$ cat src/scan_cfg.svh
/*
 * Scan configuration block build constants
 * Cell widths, chain length, shift direction, reset value
 * and APB register byte offsets
 */
`ifndef SCAN_CFG_SVH
`define SCAN_CFG_SVH

// Cell widths in chain order from the TDO end
`define SCAN_CELL0_W 8
`define SCAN_CELL1_W 16
`define SCAN_CELL2_W 8

// Whole chain, sum of the three cells
`define SCAN_CHAIN_W 32

// 1 shifts toward bit 0, serial input enters the MSB
`define SCAN_LSB_FIRST 1

// Value after reset and after a CLEAR command
`define SCAN_RESET_VAL 0

// APB byte offsets
`define SCAN_ADDR_TDI 4'h0
`define SCAN_ADDR_TDO 4'h4
`define SCAN_ADDR_CMD 4'h8
`define SCAN_ADDR_STATUS 4'hC

`endif

$ cat src/scan_bus_pkg.sv
/*
 * APB side types of the scan configuration block
 * Request and response structs, register offset enum
 */
`include "scan_cfg.svh"

package scan_bus_pkg;

	// **************************************************************************
	// APB transfer
	// **************************************************************************

	// Host to slave, one set per clock
	typedef struct packed {
		logic psel;
		logic penable;
		logic pwrite;
		// Byte offset inside the 16-byte window
		logic [3:0] paddr;
		logic [31:0] pwdata;
	} apb_req_t;

	// Slave to host
	typedef struct packed {
		logic [31:0] prdata;
		// Tied high, no wait states
		logic pready;
		// Rejected write while the sequencer runs
		logic pslverr;
	} apb_rsp_t;

	// **************************************************************************
	// Register map
	// **************************************************************************

	// Offsets taken from the build constants
	typedef enum logic [3:0] {
		REG_TDI = `SCAN_ADDR_TDI,
		REG_TDO = `SCAN_ADDR_TDO,
		REG_CMD = `SCAN_ADDR_CMD,
		REG_STATUS = `SCAN_ADDR_STATUS
	} scan_reg_e;

endpackage

$ cat src/scan_chain_pkg.sv
/*
 * Scan chain side types
 * Cell control struct, opcode enum, command word union
 * with shift and operation views, command handoff struct
 */
package scan_chain_pkg;

	// **************************************************************************
	// Controls to the cells
	// **************************************************************************

	// One-cycle pulses, at most one operation bit high
	typedef struct packed {
		logic clear;
		logic capture;
		logic update;
		logic shift;
		// Serial input into the chain head
		logic tdi;
	} scan_ctl_t;

	// **************************************************************************
	// Command word
	// **************************************************************************

	typedef enum logic [1:0] {
		SHIFT = 2'd0,
		CAPTURE = 2'd1,
		UPDATE = 2'd2,
		CLEAR = 2'd3
	} scan_op_e;

	// Shift view, count 0 is a no-op
	typedef struct packed {
		scan_op_e op;
		logic [5:0] count;
		// Host side hint, the TDI register is never altered by a shift
		logic keep_tdi;
		logic [6:0] rsvd;
	} scan_shift_view_t;

	// Single operation view
	typedef struct packed {
		scan_op_e op;
		// Operation flags, no repeat
		logic [7:0] flags;
		logic [5:0] rsvd;
	} scan_op_view_t;

	// Opcode sits on bits 15:14 in both views
	typedef union packed {
		scan_shift_view_t shift_v;
		scan_op_view_t op_v;
	} scan_cmd_u;

	// Register block to sequencer handoff
	typedef struct packed {
		logic valid;
		scan_cmd_u cmd;
	} scan_cmd_t;

endpackage

$ cat src/scan_cell_reg.sv
/*
 * Scan cell register
 * Rising-edge master stage for clear, capture and shift,
 * falling-edge shadow stage holding the update value
 */
`timescale 1ns/100ps

module scan_cell_reg #(
	parameter int width = 8,
	parameter bit lsb_first = 1'b1,
	parameter logic [width-1:0] reset_val = '0
) (
	input logic rvx_port_04,
	input logic rvx_port_00,
	input scan_chain_pkg::scan_ctl_t ctl,
	input logic scan_in,
	input logic [width-1:0] capture_data,
	output logic [width-1:0] update_data,
	output logic scan_out
);

	logic [width-1:0] master_q;
	logic [width-1:0] shadow_q;

	// Master stage
	// Clear beats capture, capture beats shift
	always_ff @(posedge rvx_port_04 or negedge rvx_port_00)
	begin
		if (!rvx_port_00)
			master_q <= reset_val;
		else if (ctl.clear)
			master_q <= reset_val;
		else if (ctl.capture)
			master_q <= capture_data;
		else if (ctl.shift)
		begin
			if (lsb_first)
				master_q <= {scan_in, master_q[width-1:1]};
			else
				master_q <= {master_q[width-2:0], scan_in};
		end
	end

	// Bit leaving the cell toward the next one
	assign scan_out = lsb_first ? master_q[0] : master_q[width-1];

	// Shadow stage, half a cycle behind the master
	always_ff @(negedge rvx_port_04 or negedge rvx_port_00)
	begin
		if (!rvx_port_00)
			shadow_q <= reset_val;
		else if (ctl.clear)
			shadow_q <= reset_val;
		else if (ctl.update)
			shadow_q <= master_q;
	end

	// Parallel configuration bits
	assign update_data = shadow_q;

	// Sequencer must never ask for a capture and a shift in one cycle
	a_cap_shift_excl : assert property (
		@(posedge rvx_port_04) disable iff (!rvx_port_00)
		!(ctl.capture && ctl.shift)
	);

endmodule

$ cat src/scan_sequencer.sv
/*
 * Scan command sequencer
 * Runs shift counts and single operations, feeds the chain
 * serial input and collects returning bits into the TDO word
 */
`timescale 1ns/100ps
`include "scan_cfg.svh"

module scan_sequencer (
	input logic rvx_port_04,
	input logic rvx_port_00,
	input scan_chain_pkg::scan_cmd_t cmd,
	input logic [`SCAN_CHAIN_W-1:0] tdi_word,
	input logic tdo_bit,
	output scan_chain_pkg::scan_ctl_t ctl,
	output logic [`SCAN_CHAIN_W-1:0] tdo_word,
	output logic busy
);

	localparam int idx_w = $clog2(`SCAN_CHAIN_W);

	scan_chain_pkg::scan_ctl_t ctl_q;
	// Shifts still to go after the current one
	logic [5:0] cnt_q;
	// TDI bit for the next shift
	logic [idx_w-1:0] idx_q;
	logic [`SCAN_CHAIN_W-1:0] tdo_q;
	logic pulse;

	// Any operation pulse on the cells this cycle
	assign pulse = ctl_q.clear | ctl_q.capture | ctl_q.update | ctl_q.shift;

	// **************************************************************************
	// Command engine
	// **************************************************************************

	always_ff @(posedge rvx_port_04 or negedge rvx_port_00)
	begin
		if (!rvx_port_00)
		begin
			ctl_q <= '0;
			cnt_q <= '0;
			idx_q <= '0;
		end
		else if (cmd.valid)
		begin
			ctl_q <= '0;
			cnt_q <= '0;
			idx_q <= '0;
			// Opcode picks the view
			case (cmd.cmd.op_v.op)
				scan_chain_pkg::SHIFT:
				begin
					// Count 0 finishes with no pulse at all
					if (cmd.cmd.shift_v.count != 6'd0)
					begin
						ctl_q.shift <= 1'b1;
						ctl_q.tdi <= tdi_word[0];
						cnt_q <= cmd.cmd.shift_v.count - 6'd1;
						idx_q <= idx_w'(1);
					end
				end
				scan_chain_pkg::CAPTURE:
					ctl_q.capture <= 1'b1;
				scan_chain_pkg::UPDATE:
					ctl_q.update <= 1'b1;
				scan_chain_pkg::CLEAR:
					ctl_q.clear <= 1'b1;
				default:
					ctl_q <= '0;
			endcase
		end
		else if (ctl_q.shift && (cnt_q != 6'd0))
		begin
			// Next bit of the TDI word, index wraps past the chain end
			ctl_q.tdi <= tdi_word[idx_q];
			cnt_q <= cnt_q - 6'd1;
			idx_q <= idx_q + idx_w'(1);
		end
		else
			ctl_q <= '0;
	end

	// **************************************************************************
	// Read-back
	// **************************************************************************

	// Bit leaving the chain on a shift edge enters the TDO MSB
	always_ff @(posedge rvx_port_04 or negedge rvx_port_00)
	begin
		if (!rvx_port_00)
			tdo_q <= `SCAN_RESET_VAL;
		else if (ctl_q.shift)
			tdo_q <= {tdo_bit, tdo_q[`SCAN_CHAIN_W-1:1]};
	end

	assign ctl = ctl_q;
	assign tdo_word = tdo_q;
	// High from the handoff cycle through the last pulse
	assign busy = cmd.valid | pulse;

	// Register block has to hold commands back while a run is active
	a_no_cmd_busy : assert property (
		@(posedge rvx_port_04) disable iff (!rvx_port_00)
		cmd.valid |-> !pulse
	);

	// One operation at a time on the chain
	a_one_op : assert property (
		@(posedge rvx_port_04) disable iff (!rvx_port_00)
		$onehot0({ctl_q.clear, ctl_q.capture, ctl_q.update, ctl_q.shift})
	);

endmodule

$ cat src/scan_apb_regs.sv
/*
 * APB register block for the scan chain
 * TDI, TDO, CMD and STATUS registers, zero wait states,
 * error response on TDI or CMD writes while busy
 */
`timescale 1ns/100ps
`include "scan_cfg.svh"

module scan_apb_regs (
	input logic rvx_port_04,
	input logic rvx_port_00,
	input scan_bus_pkg::apb_req_t req,
	output scan_bus_pkg::apb_rsp_t rsp,
	input logic busy,
	input logic [`SCAN_CHAIN_W-1:0] tdo_word,
	output logic [`SCAN_CHAIN_W-1:0] tdi_word,
	output scan_chain_pkg::scan_cmd_t cmd
);

	localparam int cmd_w = $bits(scan_chain_pkg::scan_cmd_u);

	logic [`SCAN_CHAIN_W-1:0] tdi_q;
	scan_chain_pkg::scan_cmd_u cmd_q;
	logic valid_q;
	logic access;
	logic wr_en;
	logic rd_en;
	logic hit_tdi;
	logic hit_cmd;
	logic wr_err;
	logic [31:0] rd_data;

	// **************************************************************************
	// Decode
	// **************************************************************************

	// Access phase, completes in this cycle
	assign access = req.psel & req.penable;
	assign wr_en = access & req.pwrite;
	assign rd_en = access & ~req.pwrite;

	assign hit_tdi = (req.paddr == scan_bus_pkg::REG_TDI);
	assign hit_cmd = (req.paddr == scan_bus_pkg::REG_CMD);

	// Writes that would disturb a running sequence
	assign wr_err = wr_en & busy & (hit_tdi | hit_cmd);

	// **************************************************************************
	// Registers
	// **************************************************************************

	// TDI word, dropped while busy
	always_ff @(posedge rvx_port_04 or negedge rvx_port_00)
	begin
		if (!rvx_port_00)
			tdi_q <= `SCAN_RESET_VAL;
		else if (wr_en && hit_tdi && !busy)
			tdi_q <= req.pwdata;
	end

	// Command word and its one-cycle valid
	always_ff @(posedge rvx_port_04 or negedge rvx_port_00)
	begin
		if (!rvx_port_00)
		begin
			cmd_q <= '0;
			valid_q <= 1'b0;
		end
		else
		begin
			valid_q <= 1'b0;
			if (wr_en && hit_cmd && !busy)
			begin
				cmd_q <= req.pwdata[cmd_w-1:0];
				valid_q <= 1'b1;
			end
		end
	end

	// **************************************************************************
	// Read data
	// **************************************************************************

	always_comb
	begin
		rd_data = '0;
		case (req.paddr)
			scan_bus_pkg::REG_TDI:
				rd_data = tdi_q;
			scan_bus_pkg::REG_TDO:
				rd_data = tdo_word;
			scan_bus_pkg::REG_CMD:
				rd_data = {{(32-cmd_w){1'b0}}, cmd_q};
			scan_bus_pkg::REG_STATUS:
				rd_data = {31'b0, busy};    // Bit 0 busy
			default:
				rd_data = '0;
		endcase
	end

	assign rsp.prdata = rd_en ? rd_data : '0;
	assign rsp.pready = 1'b1;
	assign rsp.pslverr = wr_err;

	assign tdi_word = tdi_q;
	assign cmd.valid = valid_q;
	assign cmd.cmd = cmd_q;

	// Host keeps psel up across the whole transfer
	a_penable_psel : assert property (
		@(posedge rvx_port_04) disable iff (!rvx_port_00)
		req.penable |-> req.psel
	);

endmodule

$ cat src/scan_subsys_top.sv
/*
 * Scan configuration subsystem top
 * APB registers, command sequencer and a three-cell chain
 */
`timescale 1ns/100ps
`include "scan_cfg.svh"

module scan_subsys_top (
	input logic rvx_port_04,
	input logic rvx_port_00,
	input scan_bus_pkg::apb_req_t apb_req,
	output scan_bus_pkg::apb_rsp_t apb_rsp,
	input logic [`SCAN_CHAIN_W-1:0] status_in,
	output logic [`SCAN_CHAIN_W-1:0] cfg_out
);

	// Bit boundaries of the chain word {cell2, cell1, cell0}
	localparam int c1_lo = `SCAN_CELL0_W;
	localparam int c2_lo = `SCAN_CELL0_W + `SCAN_CELL1_W;

	scan_chain_pkg::scan_ctl_t ctl;
	scan_chain_pkg::scan_cmd_t cmd;
	logic [`SCAN_CHAIN_W-1:0] tdi_word;
	logic [`SCAN_CHAIN_W-1:0] tdo_word;
	logic busy;
	// Serial links, head to tail
	logic so2;
	logic so1;
	logic tdo;

	scan_apb_regs u_regs (
		.rvx_port_04(rvx_port_04),
		.rvx_port_00(rvx_port_00),
		.req(apb_req),
		.rsp(apb_rsp),
		.busy(busy),
		.tdo_word(tdo_word),
		.tdi_word(tdi_word),
		.cmd(cmd)
	);

	scan_sequencer u_seq (
		.rvx_port_04(rvx_port_04),
		.rvx_port_00(rvx_port_00),
		.cmd(cmd),
		.tdi_word(tdi_word),
		.tdo_bit(tdo),
		.ctl(ctl),
		.tdo_word(tdo_word),
		.busy(busy)
	);

	// **************************************************************************
	// Chain, tdi enters cell2 and leaves from cell0
	// **************************************************************************

	scan_cell_reg #(
		.width(`SCAN_CELL2_W),
		.lsb_first(`SCAN_LSB_FIRST),
		.reset_val(`SCAN_RESET_VAL)
	) cell2 (
		.rvx_port_04(rvx_port_04),
		.rvx_port_00(rvx_port_00),
		.ctl(ctl),
		.scan_in(ctl.tdi),
		.capture_data(status_in[`SCAN_CHAIN_W-1:c2_lo]),
		.update_data(cfg_out[`SCAN_CHAIN_W-1:c2_lo]),
		.scan_out(so2)
	);

	scan_cell_reg #(
		.width(`SCAN_CELL1_W),
		.lsb_first(`SCAN_LSB_FIRST),
		.reset_val(`SCAN_RESET_VAL)
	) cell1 (
		.rvx_port_04(rvx_port_04),
		.rvx_port_00(rvx_port_00),
		.ctl(ctl),
		.scan_in(so2),
		.capture_data(status_in[c2_lo-1:c1_lo]),
		.update_data(cfg_out[c2_lo-1:c1_lo]),
		.scan_out(so1)
	);

	scan_cell_reg #(
		.width(`SCAN_CELL0_W),
		.lsb_first(`SCAN_LSB_FIRST),
		.reset_val(`SCAN_RESET_VAL)
	) cell0 (
		.rvx_port_04(rvx_port_04),
		.rvx_port_00(rvx_port_00),
		.ctl(ctl),
		.scan_in(so1),
		.capture_data(status_in[c1_lo-1:0]),
		.update_data(cfg_out[c1_lo-1:0]),
		.scan_out(tdo)
	);

endmodule

$ cat config.mk
export PLATFORM = sky130hd
export DESIGN_NAME = scan_subsys_top
export DESIGN_NICKNAME = d
export VERILOG_FILES = /design/src/scan_bus_pkg.sv /design/src/scan_chain_pkg.sv /design/src/scan_cell_reg.sv /design/src/scan_sequencer.sv /design/src/scan_apb_regs.sv /design/src/scan_subsys_top.sv
export VERILOG_INCLUDE_DIRS = /design/src
export SDC_FILE = /design/constraint.sdc
export NUM_CORES = 1
export LEC_CHECK = 0
export BUFFER_PORTS_ARGS = -buffer_cell sky130_fd_sc_hd__buf_4
export CAP_MARGIN = 25
export CORE_MARGIN = 2
export CORE_UTILIZATION = 50
export DETAILED_ROUTE_END_ITERATION = 16
export PLACE_DENSITY = 0.82
export SLEW_MARGIN = 20
export SYNTH_ARGS = -nofsm -noshare
export SYNTH_HDL_FRONTEND = slang
export SYNTH_SLANG_ARGS = --single-unit
$ cat constraint.sdc
create_clock -name rvx_port_04 -period 2.43 [get_ports rvx_port_04]
set_clock_uncertainty 0.05 [all_clocks]
set_input_delay 0.486 -clock rvx_port_04 [delete_from_list [all_inputs] [get_ports rvx_port_04]]
set_output_delay 0.486 -clock rvx_port_04 [all_outputs]
set_load 0.03 [all_outputs]
==> flow_summary.html, run 1 <==
<table>
<tr><th>Metric</th><th>Value</th></tr>
<tr><th colspan="2">Outcome</th></tr>
<tr><td>Status</td><td>finished with violations</td></tr>
<tr><td>Violated checks</td><td>negative setup slack</td></tr>
<tr><th colspan="2">Power and ir drop</th></tr>
<tr><td>Max rail drop VDD</td><td>between 0.6 and 0.7 mV</td></tr>
<tr><td>Part of the total power dissipated in combinational logic</td><td>13.3%</td></tr>
<tr><td>Pint</td><td>between 5 and 6 mW</td></tr>
<tr><td>Pwr dens</td><td>between 600 and 700 nW/um^2</td></tr>
<tr><td>Static power due to leakage</td><td>approximately 4.8 nW</td></tr>
<tr><td>Overall Power</td><td>~6.7 mW</td></tr>
<tr><td>Switch share</td><td>about 25%</td></tr>
<tr><td>Reported net switching power</td><td>~1.7 mW</td></tr>
<tr><td>Sequential Power Share</td><td>between 40% and 50%</td></tr>
<tr><td>Clock Power Share</td><td>41.2%</td></tr>
<tr><th colspan="2">Finish</th></tr>
<tr><td>Total number of nets in the final design</td><td>between 900 and 1000</td></tr>
<tr><td>Layout Utilization</td><td>around two thirds</td></tr>
<tr><td>Fraction of final layout cells with drive strength greater than 1</td><td>38.2%</td></tr>
<tr><td>Area overhead of the layout relative to synthesis</td><td>31.1%</td></tr>
<tr><td>Top library cells by usage in the layout, fill and taps aside</td><td>sky130_fd_sc_hd__nor2_1 (142), sky130_fd_sc_hd__buf_4 (142), sky130_fd_sc_hd__dfrtp_1 (125)</td></tr>
<tr><td>Filler-free cell count of the finished design</td><td>roughly 1000</td></tr>
<tr><td>Final instance area</td><td>10000 sq um</td></tr>
<tr><td>Number of antenna repair diodes</td><td>0</td></tr>
<tr><th colspan="2">Logic synthesis</th></tr>
<tr><td>Post-synth top area share</td><td>between 40 and 50%</td></tr>
<tr><td>Number of synthesized flops with an enable pin</td><td>0</td></tr>
<tr><td>Main flop type after synthesis</td><td>sky130_fd_sc_hd__dfrtp_1</td></tr>
<tr><td>Number of distinct library cells after synthesis</td><td>50</td></tr>
<tr><td>Main area contributors after synthesis</td><td>sky130_fd_sc_hd__dfrtp_1 (42%), sky130_fd_sc_hd__mux2_2 (11%), sky130_fd_sc_hd__dfrtn_1 (10%), sky130_fd_sc_hd__mux2i_1 (9.1%), sky130_fd_sc_hd__nor2_1 (7.1%)</td></tr>
<tr><td>Net Count, Synth</td><td>between 700 and 800</td></tr>
<tr><td>Count of state elements after synthesis</td><td>approximately 160</td></tr>
<tr><td>Gate count of the mapped netlist</td><td>approximately 670</td></tr>
<tr><td>Cell type with the largest total area after synthesis</td><td>sky130_fd_sc_hd__dfrtp_1</td></tr>
<tr><td>YS warnings</td><td>0</td></tr>
<tr><td>Proportion of synthesized chip area in sequential cells</td><td>52.8%</td></tr>
<tr><td>Combined area of all synthesized cells</td><td>~7600 sq um</td></tr>
<tr><td>Share of synthesized registers carrying an async set or reset</td><td>between 90% and 100%</td></tr>
<tr><td>Synthesized area per cell</td><td>about 11 sq um</td></tr>
<tr><th colspan="2">Critical path</th></tr>
<tr><td>Largest stage delay, worst path</td><td>0.46 ns</td></tr>
<tr><td>Crit-path max FO</td><td>2</td></tr>
<tr><td>Worst setup SP type</td><td>flop</td></tr>
<tr><td>Slowest library cell on the worst path</td><td>sky130_fd_sc_hd__dfrtn_1</td></tr>
<tr><td>Worst EP required</td><td>around 1.9 ns</td></tr>
<tr><td>Largest delay contributor family on the critical path</td><td>flip-flops</td></tr>
<tr><td>Depth of the worst register-to-register path</td><td>3</td></tr>
<tr><td>Number of gates on the worst path with buffers counted</td><td>1</td></tr>
<tr><td>Worst reg2reg endpoint</td><td>cell1.update_data[6]</td></tr>
<tr><td>Reg2Reg Setup Slack</td><td>-0.05 ns</td></tr>
<tr><td>Worst Path Class, Setup</td><td>reg2out</td></tr>
<tr><td>Beginning of the critical path</td><td>cell1.update_data[6]</td></tr>
<tr><td>Nature of the critical path endpoint</td><td>output port</td></tr>
<tr><td>Critical Path Sink</td><td>cfg_out[14]</td></tr>
<tr><td>Cell-by-cell listing of the critical path</td><td>buf_6</td></tr>
<tr><td>Worst reg2reg path startpoint</td><td>u_seq.ctl[2]</td></tr>
<tr><td>Count of buffering cells on the critical path with inverters included</td><td>1</td></tr>
<tr><td>Arrival time of the worst setup path</td><td>approximately 2.2 ns</td></tr>
<tr><th colspan="2">Placed design</th></tr>
<tr><td>Placed cell area</td><td>roughly 9000 sq um</td></tr>
<tr><td>Number of placed cells counting well taps</td><td>roughly 970</td></tr>
<tr><td>Final weighted congestion in routability-driven placement</td><td>0.822</td></tr>
<tr><td>Detailed placement HPWL</td><td>roughly 12000 um</td></tr>
<tr><td>IO Port Bufs</td><td>~140</td></tr>
<tr><th colspan="2">CTS</th></tr>
<tr><td>Source-to-sink clock delay at the later pin of the worst-skew pair</td><td>roughly 0.42 ns</td></tr>
<tr><td>CTS tree</td><td>yes</td></tr>
<tr><td>Maximum count of clock buffers along a single path</td><td>2</td></tr>
<tr><td>H-Tree Level Count</td><td>4</td></tr>
<tr><td>CTS sink count</td><td>between 150 and 200</td></tr>
<tr><td>Number of buffers created by CTS</td><td>17</td></tr>
<tr><td>Cell chosen for the clock root</td><td>sky130_fd_sc_hd__clkbuf_16</td></tr>
<tr><td>Clock transition at the registers of the reported paths</td><td>0.06 ns</td></tr>
<tr><th colspan="2">Flow run</th></tr>
<tr><td>Max Cap Violations</td><td>0</td></tr>
<tr><th colspan="2">Global route</th></tr>
<tr><td>Overall track demand over capacity in global routing</td><td>a little under a quarter</td></tr>
<tr><td>Largest net degree at the start of global routing</td><td>66</td></tr>
<tr><td>Global-route wire length before repair</td><td>30400 um</td></tr>
<tr><td>Number of global-route vias before repair</td><td>~5800</td></tr>
<tr><td>Antenna violations before repair</td><td>0</td></tr>
<tr><td>Gr ovfl total</td><td>0</td></tr>
<tr><th colspan="2">Floorplanning</th></tr>
<tr><td>Core Footprint</td><td>15000 sq um</td></tr>
<tr><td>Standard-cell rows</td><td>45</td></tr>
<tr><td>Effective utilization at floorplan</td><td>between 50 and 60%</td></tr>
<tr><td>Boundary Pins</td><td>~140</td></tr>
<tr><td>Width of the die</td><td>128 um</td></tr>
<tr><td>Die footprint</td><td>approximately 16000 sq um</td></tr>
<tr><td>Vert. Die Dim</td><td>between 100 and 150 um</td></tr>
<tr><th colspan="2">Detailed routing</th></tr>
<tr><td>Number of DRC violations after detailed-routing iteration 0</td><td>about 490</td></tr>
<tr><td>Number of iterations in the first detailed-routing pass</td><td>5</td></tr>
<tr><td>Total number of vias</td><td>~6000</td></tr>
<tr><td>Total wire length</td><td>about 19000 um</td></tr>
<tr><td>Avg WL per Cell</td><td>approximately 19 um</td></tr>
<tr><td>Via-per-instance ratio</td><td>about 5.7</td></tr>
<tr><td>DRC viols</td><td>0</td></tr>
<tr><td>Count of nets left with antenna violations after detail routing</td><td>0</td></tr>
<tr><th colspan="2">STA</th></tr>
<tr><td>Post-Route Setup TNS</td><td>-9.56 ns</td></tr>
<tr><td>Slew @ Worst Pin</td><td>0.751 ns</td></tr>
<tr><td>Final hold violations</td><td>0</td></tr>
<tr><td>Final WS setup</td><td>-0.325 ns</td></tr>
<tr><td>Worst-case headroom to the max-slew limit</td><td>between 40% and 50%</td></tr>
<tr><td>RSZ-0062 raised after global routing</td><td>yes</td></tr>
<tr><td>Setup-violating endpoint count in the final report</td><td>52</td></tr>
<tr><td>Max-slew violation total from the final report</td><td>0</td></tr>
<tr><th colspan="2">Min path</th></tr>
<tr><td>Class of the worst hold path</td><td>in2reg</td></tr>
</table>
[registers in the layout, summed over array words and instances, names as in the netlist]
register / count
u_regs.cmd_q: 16
cell0.update_data: 8
u_regs.tdi_word: 32
u_seq.ctl: 5
u_seq.idx_q: 5
cell2.master_q: 8
u_seq.tdo_word: 32
cell1.update_data: 16
cell0.master_q: 8
u_regs.valid_q: 1
u_seq.cnt_q: 6
cell1.master_q: 16
cell2.update_data: 8
[cell usage after synthesis (all sizes together) (5+ instances only)]
master and count:
a21oi 36, mux2 81, mux2i 69, nor2 144, clkbuf 33, buf 19, dfrtp 129, mux4 6
o21ai 5, nor3 8, a22oi 16, a222oi 16, nand2 11, dfrtn 32, inv 11, o22a 5
ha 5
[stage by stage]
step,setup slack (ns),hold slack (ns)
6_report,-0.325,0.234
2_1_floorplan,0.00345,0.140
3_5_place_dp,0.0965,0.291
4_1_cts,-0.321,0.216
5_1_grt,-0.362,0.214
3_3_place_gp,0.105,0.290
[per-layer routing]
| metal | global-route usage, % | vias up | share of wire [%] |
|---|---|---|---|
| met1 | 32.7 | 2904 | 42 |
| li1 | - | 2683 | - |
| met2 | 37.7 | 230 | 50 |
| met5 | 0 | - | 0 |
| met3 | 6.49 | 22 | 6.7 |
| met4 | 5.82 | 0 | 1.2 |
[kinds of logic after synthesis]
logic type	count (synthesis)	synth area share, %
mux	156	22.8
simple gates	182	10.4
other cells	1	0.0491
compound gates	96	8.71
buf+inv	63	3.67
xor+xnor	7	0.803
fa+ha+maj	5	0.820
flops	161	52.8
[worst min path at each step]
stage / start / endpoint / slack, ns / depth (start not counted)
2_1_floorplan: rvx_port_00 / cell0.master_q[0] / 0.14 / 0
3_3_place_gp: rvx_port_00 / cell2.master_q[1] / 0.29 / 1
3_5_place_dp: rvx_port_00 / cell2.master_q[1] / 0.29 / 1
4_1_cts: apb_req[23] / u_regs.tdi_word[23] / 0.22 / 2
5_1_grt: apb_req[23] / u_regs.tdi_word[23] / 0.21 / 2
6_report: apb_req[0] / u_regs.tdi_word[0] / 0.23 / 3
[power by group through the flow]
| stage | registers (mW) | clock network, mW | logic, mW |
|---|---|---|---|
| after floorplan | 3.04 | 0 | 0.600 |
| after global placement | 3.09 | 0 | 0.870 |
| after detailed placement | 3.10 | 0 | 0.896 |
| after CTS | 3.06 | 2.81 | 0.905 |
| after global routing | 3.09 | 2.95 | 1.01 |
| final | 3.06 | 2.77 | 0.897 |
[repair_timing]
| item | in CTS | in global routing |
|---|---|---|
| buffers inserted | 16 | 10 |
| pin swaps | 1 | 2 |
| setup endpoints to repair | 33 | 59 |
| endpoints found under the hold margin | 7 | 0 |
| resized for setup | 35 | 5 |
| hold buffers | 1 | 0 |
| cloned | 0 | 3 |
[cell type report]
class	instances	area (sq um)
Multi-Input combinational cell	447	3360
Timing Repair Buffer	189	1710
Sequential cell	161	4040
Clock buffer	24	526
Tap cell	188	235
Clock inverter	8	95.1
Inverter	11	41.3
Fill cell	1096	5030
Power figures use the tool's default switching activity.
==> run 2, diff against run 1 <==
Clock period 2.43 ns to 2.61 ns, I/O delays scaled along.
==> run 2 against run 1 <==
  * The run still ends with negative setup slack left
  * Combinational power fell by 9.0%
  * Worst setup slack better by 0.052 ns
  * Hold slack gained 0.033 ns
  * Utilization fell by 0.97 points
  * Register-to-register slack improved by 0.14 ns
  * Sequential share of layout area increased by 0.59 points
  * Count of clock-buffer cells in the layout fell by 1
  * Final area down 1.5%
  * Routed wire length shrank 5.3%
  * Non-clock buffer count shrank 2
  * Sequential power down 6.9%
==> flow_summary.html, run 2 (same netlist as run 1, synthesis figures left out) <==
<table>
<tr><th>Metric</th><th>Value</th></tr>
<tr><th colspan="2">CTS</th></tr>
<tr><td>CTS sink count</td><td>between 150 and 200</td></tr>
<tr><td>CTS tree</td><td>yes</td></tr>
<tr><td>Number of buffers created by CTS</td><td>17</td></tr>
<tr><td>H-Tree Level Count</td><td>4</td></tr>
<tr><td>Cell chosen for the clock root</td><td>sky130_fd_sc_hd__clkbuf_16</td></tr>
<tr><td>Source-to-sink clock delay at the later pin of the worst-skew pair</td><td>~0.42 ns</td></tr>
<tr><td>Maximum count of clock buffers along a single path</td><td>2</td></tr>
<tr><td>Clock transition at the registers of the reported paths</td><td>0.06 ns</td></tr>
<tr><th colspan="2">Detailed routing</th></tr>
<tr><td>Count of nets left with antenna violations after detail routing</td><td>0</td></tr>
<tr><td>Number of DRC violations after detailed-routing iteration 0</td><td>between 400 and 500</td></tr>
<tr><td>Total number of vias</td><td>~5800</td></tr>
<tr><td>Total wire length</td><td>18200 um</td></tr>
<tr><td>DRC viols</td><td>0</td></tr>
<tr><td>Number of iterations in the first detailed-routing pass</td><td>6</td></tr>
<tr><td>Avg WL per Cell</td><td>about 18 um</td></tr>
<tr><td>Via-per-instance ratio</td><td>about 5.6</td></tr>
<tr><th colspan="2">STA</th></tr>
<tr><td>RSZ-0062 raised after global routing</td><td>yes</td></tr>
<tr><td>Slew @ Worst Pin</td><td>just over 1 ns</td></tr>
<tr><td>Max-slew violation total from the final report</td><td>0</td></tr>
<tr><td>Worst-case headroom to the max-slew limit</td><td>33.0%</td></tr>
<tr><td>Final hold violations</td><td>0</td></tr>
<tr><td>Final WS setup</td><td>-0.272 ns</td></tr>
<tr><td>Final worst hold slack</td><td>~0.27 ns</td></tr>
<tr><td>Setup-violating endpoint count in the final report</td><td>32</td></tr>
<tr><th colspan="2">Critical path</th></tr>
<tr><td>Worst Path Class, Setup</td><td>reg2out</td></tr>
<tr><td>Depth of the worst register-to-register path</td><td>3</td></tr>
<tr><td>Worst reg2reg endpoint</td><td>cell1.update_data[12]</td></tr>
<tr><td>Nature of the critical path endpoint</td><td>output port</td></tr>
<tr><td>Largest delay contributor family on the critical path</td><td>flip-flops</td></tr>
<tr><td>Cell-by-cell listing of the critical path</td><td>buf_6</td></tr>
<tr><td>Largest stage delay, worst path</td><td>approximately 0.45 ns</td></tr>
<tr><td>Worst reg2reg path startpoint</td><td>u_seq.ctl[2]</td></tr>
<tr><td>Crit-path max FO</td><td>2</td></tr>
<tr><td>Worst setup SP type</td><td>flop</td></tr>
<tr><td>Slowest library cell on the worst path</td><td>sky130_fd_sc_hd__dfrtn_1</td></tr>
<tr><td>Worst EP required</td><td>approximately 2.0 ns</td></tr>
<tr><td>Reg2Reg Setup Slack</td><td>~0.090 ns</td></tr>
<tr><td>Count of buffering cells on the critical path with inverters included</td><td>1</td></tr>
<tr><td>Arrival time of the worst setup path</td><td>between 2 and 2.5 ns</td></tr>
<tr><th colspan="2">Placed design</th></tr>
<tr><td>Placed cell area</td><td>between 8000 and 9000 sq um</td></tr>
<tr><td>IO Port Bufs</td><td>roughly 140</td></tr>
<tr><td>Final weighted congestion in routability-driven placement</td><td>a little under 0.8</td></tr>
<tr><td>Detailed placement HPWL</td><td>between 10000 and 15000 um</td></tr>
<tr><th colspan="2">Finish</th></tr>
<tr><td>Area overhead of the layout relative to synthesis</td><td>29.2%</td></tr>
<tr><td>Number of antenna repair diodes</td><td>0</td></tr>
<tr><td>Fraction of final layout cells with drive strength greater than 1</td><td>a little under two fifths</td></tr>
<tr><td>Number of fillers in the final layout</td><td>1112</td></tr>
<tr><td>Total number of nets in the final design</td><td>about 900</td></tr>
<tr><td>Top library cells by usage in the layout, fill and taps aside</td><td>sky130_fd_sc_hd__buf_4 (146), sky130_fd_sc_hd__nor2_1 (143), sky130_fd_sc_hd__dfrtp_1 (125)</td></tr>
<tr><td>Most frequent standard cell in the layout excluding fill and tap cells</td><td>sky130_fd_sc_hd__buf_4</td></tr>
<tr><td>Final instance area</td><td>9860 sq um</td></tr>
<tr><th colspan="2">Min path</th></tr>
<tr><td>Sink of the worst hold path</td><td>u_regs.tdi_word[23]</td></tr>
<tr><td>Class of the worst hold path</td><td>in2reg</td></tr>
<tr><td>Cell depth of the worst hold path</td><td>2</td></tr>
<tr><td>Startpoint of the lowest-slack hold path</td><td>apb_req[23]</td></tr>
<tr><th colspan="2">Power and ir drop</th></tr>
<tr><td>Static power due to leakage</td><td>between 4 and 5 nW</td></tr>
<tr><td>Sequential Power Share</td><td>a little under half</td></tr>
<tr><td>Part of the total power dissipated in combinational logic</td><td>between 10% and 20%</td></tr>
<tr><td>Reported net switching power</td><td>roughly 1.5 mW</td></tr>
<tr><td>Max rail drop VDD</td><td>around 0.56 mV</td></tr>
<tr><td>Pwr dens</td><td>roughly 620 nW/um^2</td></tr>
<tr><td>Clock Power Share</td><td>between 40 and 50%</td></tr>
<tr><td>Pint</td><td>4.58 mW</td></tr>
<tr><td>Switch share</td><td>between 20% and 30%</td></tr>
<tr><th colspan="2">Floorplanning</th></tr>
<tr><td>Core Footprint</td><td>between 15000 and 20000 sq um</td></tr>
<tr><td>Vert. Die Dim</td><td>about 130 um</td></tr>
<tr><td>Standard-cell rows</td><td>45</td></tr>
<tr><td>Effective utilization at floorplan</td><td>approximately 51%</td></tr>
<tr><td>Boundary Pins</td><td>~140</td></tr>
<tr><td>Width of the die</td><td>between 100 and 150 um</td></tr>
<tr><td>Die footprint</td><td>about 16000 sq um</td></tr>
<tr><th colspan="2">Global route</th></tr>
<tr><td>Overall track demand over capacity in global routing</td><td>between 20% and 30%</td></tr>
<tr><td>Global-route wire length before repair</td><td>around 30000 um</td></tr>
<tr><td>Antenna violations before repair</td><td>0</td></tr>
<tr><td>Gr ovfl total</td><td>0</td></tr>
<tr><td>Largest net degree at the start of global routing</td><td>69</td></tr>
<tr><td>Number of global-route vias before repair</td><td>5793</td></tr>
<tr><th colspan="2">Flow run</th></tr>
<tr><td>Max Cap Violations</td><td>0</td></tr>
<tr><th colspan="2">Outcome</th></tr>
<tr><td>Violated checks</td><td>negative setup slack</td></tr>
<tr><td>Status</td><td>finished with violations</td></tr>
</table>
[run 2: worst register-to-register path, delay by kind of cell, from the launching register on]
family                 cells  cell delay (ns)
buffers and inverters      1             0.20
AND/OR/NAND/NOR            1             0.10
flip-flops                 1             0.41
multiplexers               1             0.27
[run 2: power by group through the flow]
stage / Sequential [mW] / Combinational [mW] / Clock (mW)
6_report: 2.85 / 0.816 / 2.46
5_1_grt: 2.87 / 0.911 / 2.59
4_1_cts: 2.84 / 0.824 / 2.49
3_5_place_dp: 2.89 / 0.818 / 0
3_3_place_gp: 2.88 / 0.790 / 0
2_1_floorplan: 2.83 / 0.559 / 0
[run 2: per-layer routing]
metal	share of wire (%)	track usage (%)	vias up
met5	0	0	-
met4	1.7	7.05	0
met3	5.2	4.23	25
met2	49	37.4	199
met1	44	31.7	2853
li1	-	-	2677
[run 2: area by class of cell]
| cell class | count | area [sq um] | share of cell area [%] |
|---|---|---|---|
| Clock buffer | 23 | 478 | 4.85 |
| Clock inverter | 9 | 106 | 1.08 |
| Sequential cell | 161 | 4040 | 40.9 |
| Tap cell | 188 | 235 | 2.39 |
| Multi-Input combinational cell | 447 | 3340 | 33.9 |
| Inverter | 11 | 41.3 | 0.419 |
| Timing Repair Buffer | 187 | 1620 | 16.4 |
[run 2: what timing repair did]
item | in CTS | in global routing
setup buffers | 17 | 11
setup endpoints to repair | 32 | 33
resized for setup | 32 | 4
hold buffers | 1 | 0
hold endpoints to repair | 9 | 0
pin swaps | 0 | 3
gates cloned | 0 | 0
[run 2: how the worst max path moves through the flow]
stage / startpoint / end / cells after the start
2_1_floorplan: u_seq.ctl[2] / cell0.update_data[5] / 4
3_3_place_gp: cell1.update_data[0] / cfg_out[8] / 1
3_5_place_dp: cell1.update_data[10] / cfg_out[18] / 1
4_1_cts: cell1.update_data[5] / cfg_out[13] / 1
5_1_grt: cell1.update_data[1] / cfg_out[9] / 1
6_report: cell1.update_data[1] / cfg_out[9] / 1
[run 2: through the flow]
stage                     setup TNS (ns)  total power, mW  instances  util [%]  setup slack [ns]
after floorplan                   -0.236             3.38        671         -           -0.0118
after global placement                 0             3.67        965      59.2             0.172
after detailed placement               0             3.71        965      59.2             0.163
after CTS                          -7.32             6.15       1015      64.8            -0.248
after global routing               -8.20             6.37       1026      65.6            -0.302
final                              -7.43             6.12       1026      65.6            -0.272
==> run 3, diff against run 2 <==
Settings changed: ABC_AREA set to 1.
==> run 3 against run 2 <==
  * The flow still finishes with violations (negative setup slack)
  * Global-route usage grew 1.7 points
  * Non-clock buffer count shrank 6
  * Sequential share of layout area grew 0.37 points
  * Utilization shrank 0.92 points
  * Hold slack gained 0.0079 ns
  * Routed wire length grew 6.7%
  * Combinational power grew 100%
  * Power grew 17%
  * Register-to-register slack gained 0.08 ns
  * Sequential power grew 14%
  * Count of clock-buffer cells in the layout shrank 3
==> flow_summary.html, run 3 <==
<table>
<tr><th>Metric</th><th>Value</th></tr>
<tr><th colspan="2">Outcome</th></tr>
<tr><td>Status</td><td>finished with violations</td></tr>
<tr><td>Violated checks</td><td>negative setup slack</td></tr>
<tr><th colspan="2">Finish</th></tr>
<tr><td>Area taken by flip-flops and latches</td><td>4030 sq um</td></tr>
<tr><td>Number of fillers in the final layout</td><td>between 1000 and 1500</td></tr>
<tr><td>Layout Utilization</td><td>between 60 and 70%</td></tr>
<tr><td>Final instance area</td><td>about 10000 sq um</td></tr>
<tr><td>Total number of nets in the final design</td><td>between 1000 and 1500</td></tr>
<tr><td>Top library cells by usage in the layout, fill and taps aside</td><td>sky130_fd_sc_hd__nand2_1 (253), sky130_fd_sc_hd__inv_1 (148), sky130_fd_sc_hd__buf_4 (143)</td></tr>
<tr><td>Fraction of final layout cells with drive strength greater than 1</td><td>20.8%</td></tr>
<tr><td>Multi-input gate area</td><td>between 2000 and 3000 sq um</td></tr>
<tr><td>Most frequent standard cell in the layout excluding fill and tap cells</td><td>sky130_fd_sc_hd__nand2_1</td></tr>
<tr><td>Area overhead of the layout relative to synthesis</td><td>27.6%</td></tr>
<tr><td>Number of antenna repair diodes</td><td>0</td></tr>
<tr><th colspan="2">Detailed routing</th></tr>
<tr><td>Total number of vias</td><td>between 6000 and 7000</td></tr>
<tr><td>Via-per-instance ratio</td><td>around 5.3</td></tr>
<tr><td>Count of nets left with antenna violations after detail routing</td><td>0</td></tr>
<tr><td>Avg WL per Cell</td><td>about 15 um</td></tr>
<tr><td>Total wire length</td><td>between 15000 and 20000 um</td></tr>
<tr><td>Number of DRC violations after detailed-routing iteration 0</td><td>about 520</td></tr>
<tr><td>Number of iterations in the first detailed-routing pass</td><td>5</td></tr>
<tr><td>DRC viols</td><td>0</td></tr>
<tr><th colspan="2">Floorplanning</th></tr>
<tr><td>Vert. Die Dim</td><td>128 um</td></tr>
<tr><td>Effective utilization at floorplan</td><td>between 50% and 60%</td></tr>
<tr><td>Standard-cell rows</td><td>45</td></tr>
<tr><td>Core Footprint</td><td>approximately 15000 sq um</td></tr>
<tr><td>Die footprint</td><td>between 15000 and 20000 sq um</td></tr>
<tr><td>Width of the die</td><td>~130 um</td></tr>
<tr><td>Boundary Pins</td><td>139</td></tr>
<tr><th colspan="2">Logic synthesis</th></tr>
<tr><td>Number of distinct library cells after synthesis</td><td>35</td></tr>
<tr><td>Main area contributors after synthesis</td><td>sky130_fd_sc_hd__dfrtp_1 (42%), sky130_fd_sc_hd__nand2_1 (12%), sky130_fd_sc_hd__dfrtn_1 (10%), sky130_fd_sc_hd__o21ai_0 (8.6%), sky130_fd_sc_hd__inv_1 (7.3%)</td></tr>
<tr><td>Post-synth top area share</td><td>roughly 42%</td></tr>
<tr><td>Gate count of the mapped netlist</td><td>953</td></tr>
<tr><td>Synthesized area per cell</td><td>around 8.0 sq um</td></tr>
<tr><td>Count of state elements after synthesis</td><td>161</td></tr>
<tr><td>Share of the synthesized area in compound gates (AO/OA/AOI/OAI)</td><td>between 10% and 20%</td></tr>
<tr><td>Net Count, Synth</td><td>around 1000</td></tr>
<tr><td>YS warnings</td><td>0</td></tr>
<tr><td>Cell type with the largest total area after synthesis</td><td>sky130_fd_sc_hd__dfrtp_1</td></tr>
<tr><td>Synthesized-area fraction occupied by adder cells</td><td>less than 1%</td></tr>
<tr><td>Main combinational cell family by area after synthesis</td><td>simple AND/OR/NAND/NOR gates</td></tr>
<tr><td>Share of synthesized registers carrying an async set or reset</td><td>100%</td></tr>
<tr><td>Xor/xnor cell area share of the yosys netlist</td><td>0.458%</td></tr>
<tr><td>Library cell with the highest instance count after synthesis</td><td>sky130_fd_sc_hd__nand2_1</td></tr>
<tr><td>Proportion of synthesized chip area in sequential cells</td><td>52.7%</td></tr>
<tr><td>Post-synthesis share of cell area spent on and, or, nand and nor gates</td><td>roughly 18%</td></tr>
<tr><td>Fraction of synthesized area in multiplexers</td><td>0%</td></tr>
<tr><td>Leading post-synthesis cells by instance count</td><td>sky130_fd_sc_hd__nand2_1 (253), sky130_fd_sc_hd__inv_1 (148), sky130_fd_sc_hd__o21ai_0 (132), sky130_fd_sc_hd__dfrtp_1 (129), sky130_fd_sc_hd__nor2_1 (43)</td></tr>
<tr><td>Main flop type after synthesis</td><td>sky130_fd_sc_hd__dfrtp_1</td></tr>
<tr><td>Number of synthesized flops with an enable pin</td><td>0</td></tr>
<tr><td>Combined area of all synthesized cells</td><td>7640 sq um</td></tr>
<tr><th colspan="2">STA</th></tr>
<tr><td>Setup-violating endpoint count in the final report</td><td>32</td></tr>
<tr><td>RSZ-0062 raised after global routing</td><td>yes</td></tr>
<tr><td>Slew @ Worst Pin</td><td>slightly below 0.6 ns</td></tr>
<tr><td>Final hold violations</td><td>0</td></tr>
<tr><td>Final worst hold slack</td><td>between 0.2 and 0.3 ns</td></tr>
<tr><td>Final WS setup</td><td>-0.265 ns</td></tr>
<tr><td>Worst-case headroom to the max-slew limit</td><td>about three fifths</td></tr>
<tr><td>Max-slew violation total from the final report</td><td>0</td></tr>
<tr><th colspan="2">CTS</th></tr>
<tr><td>Cell chosen for the clock root</td><td>sky130_fd_sc_hd__clkbuf_16</td></tr>
<tr><td>Clock transition at the registers of the reported paths</td><td>~0.060 ns</td></tr>
<tr><td>CTS tree</td><td>yes</td></tr>
<tr><td>Number of buffers created by CTS</td><td>17</td></tr>
<tr><td>CTS sink count</td><td>approximately 160</td></tr>
<tr><td>Maximum count of clock buffers along a single path</td><td>2</td></tr>
<tr><td>H-Tree Level Count</td><td>4</td></tr>
<tr><td>Source-to-sink clock delay at the later pin of the worst-skew pair</td><td>0.43 ns</td></tr>
<tr><th colspan="2">Global route</th></tr>
<tr><td>Gr ovfl total</td><td>0</td></tr>
<tr><td>Number of global-route vias before repair</td><td>approximately 6600</td></tr>
<tr><td>Global-route wire length before repair</td><td>31800 um</td></tr>
<tr><td>Overall track demand over capacity in global routing</td><td>24.7%</td></tr>
<tr><td>Largest net degree at the start of global routing</td><td>a little under 100</td></tr>
<tr><td>Antenna violations before repair</td><td>0</td></tr>
<tr><th colspan="2">Critical path</th></tr>
<tr><td>Worst reg2reg endpoint</td><td>cell2.update_data[4]</td></tr>
<tr><td>Count of buffering cells on the critical path with inverters included</td><td>1</td></tr>
<tr><td>Arrival time of the worst setup path</td><td>roughly 2.3 ns</td></tr>
<tr><td>Crit-path max FO</td><td>2</td></tr>
<tr><td>Worst Path Class, Setup</td><td>reg2out</td></tr>
<tr><td>Largest delay contributor family on the critical path</td><td>flip-flops</td></tr>
<tr><td>Worst setup SP type</td><td>flop</td></tr>
<tr><td>Largest stage delay, worst path</td><td>~0.44 ns</td></tr>
<tr><td>Worst EP required</td><td>around 2.0 ns</td></tr>
<tr><td>Cell-by-cell listing of the critical path</td><td>buf_6</td></tr>
<tr><td>Nature of the critical path endpoint</td><td>output port</td></tr>
<tr><td>Worst reg2reg path startpoint</td><td>u_seq.ctl[4]</td></tr>
<tr><td>Slowest library cell on the worst path</td><td>sky130_fd_sc_hd__dfrtn_1</td></tr>
<tr><td>Reg2Reg Setup Slack</td><td>0.17 ns</td></tr>
<tr><td>Depth of the worst register-to-register path</td><td>4</td></tr>
<tr><th colspan="2">Placed design</th></tr>
<tr><td>IO Port Bufs</td><td>137</td></tr>
<tr><td>Placed cell area</td><td>8900 sq um</td></tr>
<tr><td>Detailed placement HPWL</td><td>12900 um</td></tr>
<tr><td>Final weighted congestion in routability-driven placement</td><td>approximately 0.9</td></tr>
<tr><th colspan="2">Min path</th></tr>
<tr><td>Class of the worst hold path</td><td>in2reg</td></tr>
<tr><td>Cell depth of the worst hold path</td><td>3</td></tr>
<tr><td>Startpoint of the lowest-slack hold path</td><td>apb_req[14]</td></tr>
<tr><td>Sink of the worst hold path</td><td>u_regs.cmd_q[14]</td></tr>
<tr><th colspan="2">Power and ir drop</th></tr>
<tr><td>Pwr dens</td><td>about 740 nW/um^2</td></tr>
<tr><td>Static power due to leakage</td><td>4.97 nW</td></tr>
<tr><td>Max rail drop VDD</td><td>~0.54 mV</td></tr>
<tr><th colspan="2">Flow run</th></tr>
<tr><td>Max Cap Violations</td><td>0</td></tr>
</table>
## run 3: cell types whose count changed in the layout (fill, tap and decap cells not counted), moves of 35 or more
cell | previous run | this run
sky130_fd_sc_hd__inv_1 | 9 | 148
sky130_fd_sc_hd__o21ai_0 | 5 | 132
sky130_fd_sc_hd__nand2_1 | 10 | 253
sky130_fd_sc_hd__mux2i_1 | 69 | 0
sky130_fd_sc_hd__mux2_2 | 77 | 0
sky130_fd_sc_hd__o22ai_1 | 4 | 39
sky130_fd_sc_hd__nor2_1 | 143 | 43
## run 3: cell type report
class,instances,area share [%]
Sequential cell,161,41.3
Multi-Input combinational cell,590,29.0
Timing Repair Buffer,181,15.7
Inverter,154,5.93
Clock buffer,20,4.80
Tap cell,188,2.41
Clock inverter,12,0.821
## run 3: worst max-delay path by stage
stage,cells past startpoint,slack (ns),end,from
6_report,1,-0.26,cfg_out[24],cell2.update_data[0]
5_1_grt,1,-0.28,cfg_out[20],cell1.update_data[12]
4_1_cts,1,-0.27,cfg_out[28],cell2.update_data[4]
3_5_place_dp,1,0.13,cfg_out[28],cell2.update_data[4]
3_3_place_gp,1,0.18,cfg_out[29],cell2.update_data[5]
2_1_floorplan,0,0.19,cfg_out[0],cell0.update_data[0]
## run 3: per-stage QoR
| step | power [mW] | std cells | setup WS (ns) | setup TNS [ns] |
|---|---|---|---|---|
| 3_3_place_gp | 4.80 | 1250 | 0.182 | 0 |
| 2_1_floorplan | 4.38 | 953 | 0.186 | 0 |
| 4_1_cts | 7.20 | 1294 | -0.269 | -7.44 |
| 6_report | 7.19 | 1306 | -0.265 | -7.44 |
| 3_5_place_dp | 4.88 | 1250 | 0.127 | 0 |
| 5_1_grt | 7.64 | 1306 | -0.283 | -8.37 |
## run 3: repair_timing
action                                  in CTS  in global routing
buffers inserted                            11                 12
hold buffers                                 1                  0
gates resized for setup                     32                  0
endpoints found under the hold margin        6                  0
endpoints found under the setup margin      32                 32
pin swaps                                    0                  0
## run 3: cell families after synthesis
logic type,after synthesis
XOR/XNOR,4
flip-flops,161
buffers and inverters,202
other,1
adder cells (fa/ha/maj),5
AND/OR/NAND/NOR,335
AO/OA/AOI/OAI,245
## run 3: per-layer routing
layer / vias to the layer above / wire length (um) / GRT usage, %
met4: 0 / 331 / 8.40
met1: 3282 / 8460 / 32.3
met5: - / 0 / 0
li1: 3364 / - / -
met3: 28 / 943 / 4.94
met2: 225 / 9690 / 41.3
## run 3: power by group
group,leakage (nW),total [mW],internal [mW],switching [mW]
clock network,0.280,2.31,1.30,1.01
registers,2.08,3.24,2.98,0.259
logic,2.61,1.64,0.656,0.988
total,4.97,7.19,4.93,2.26
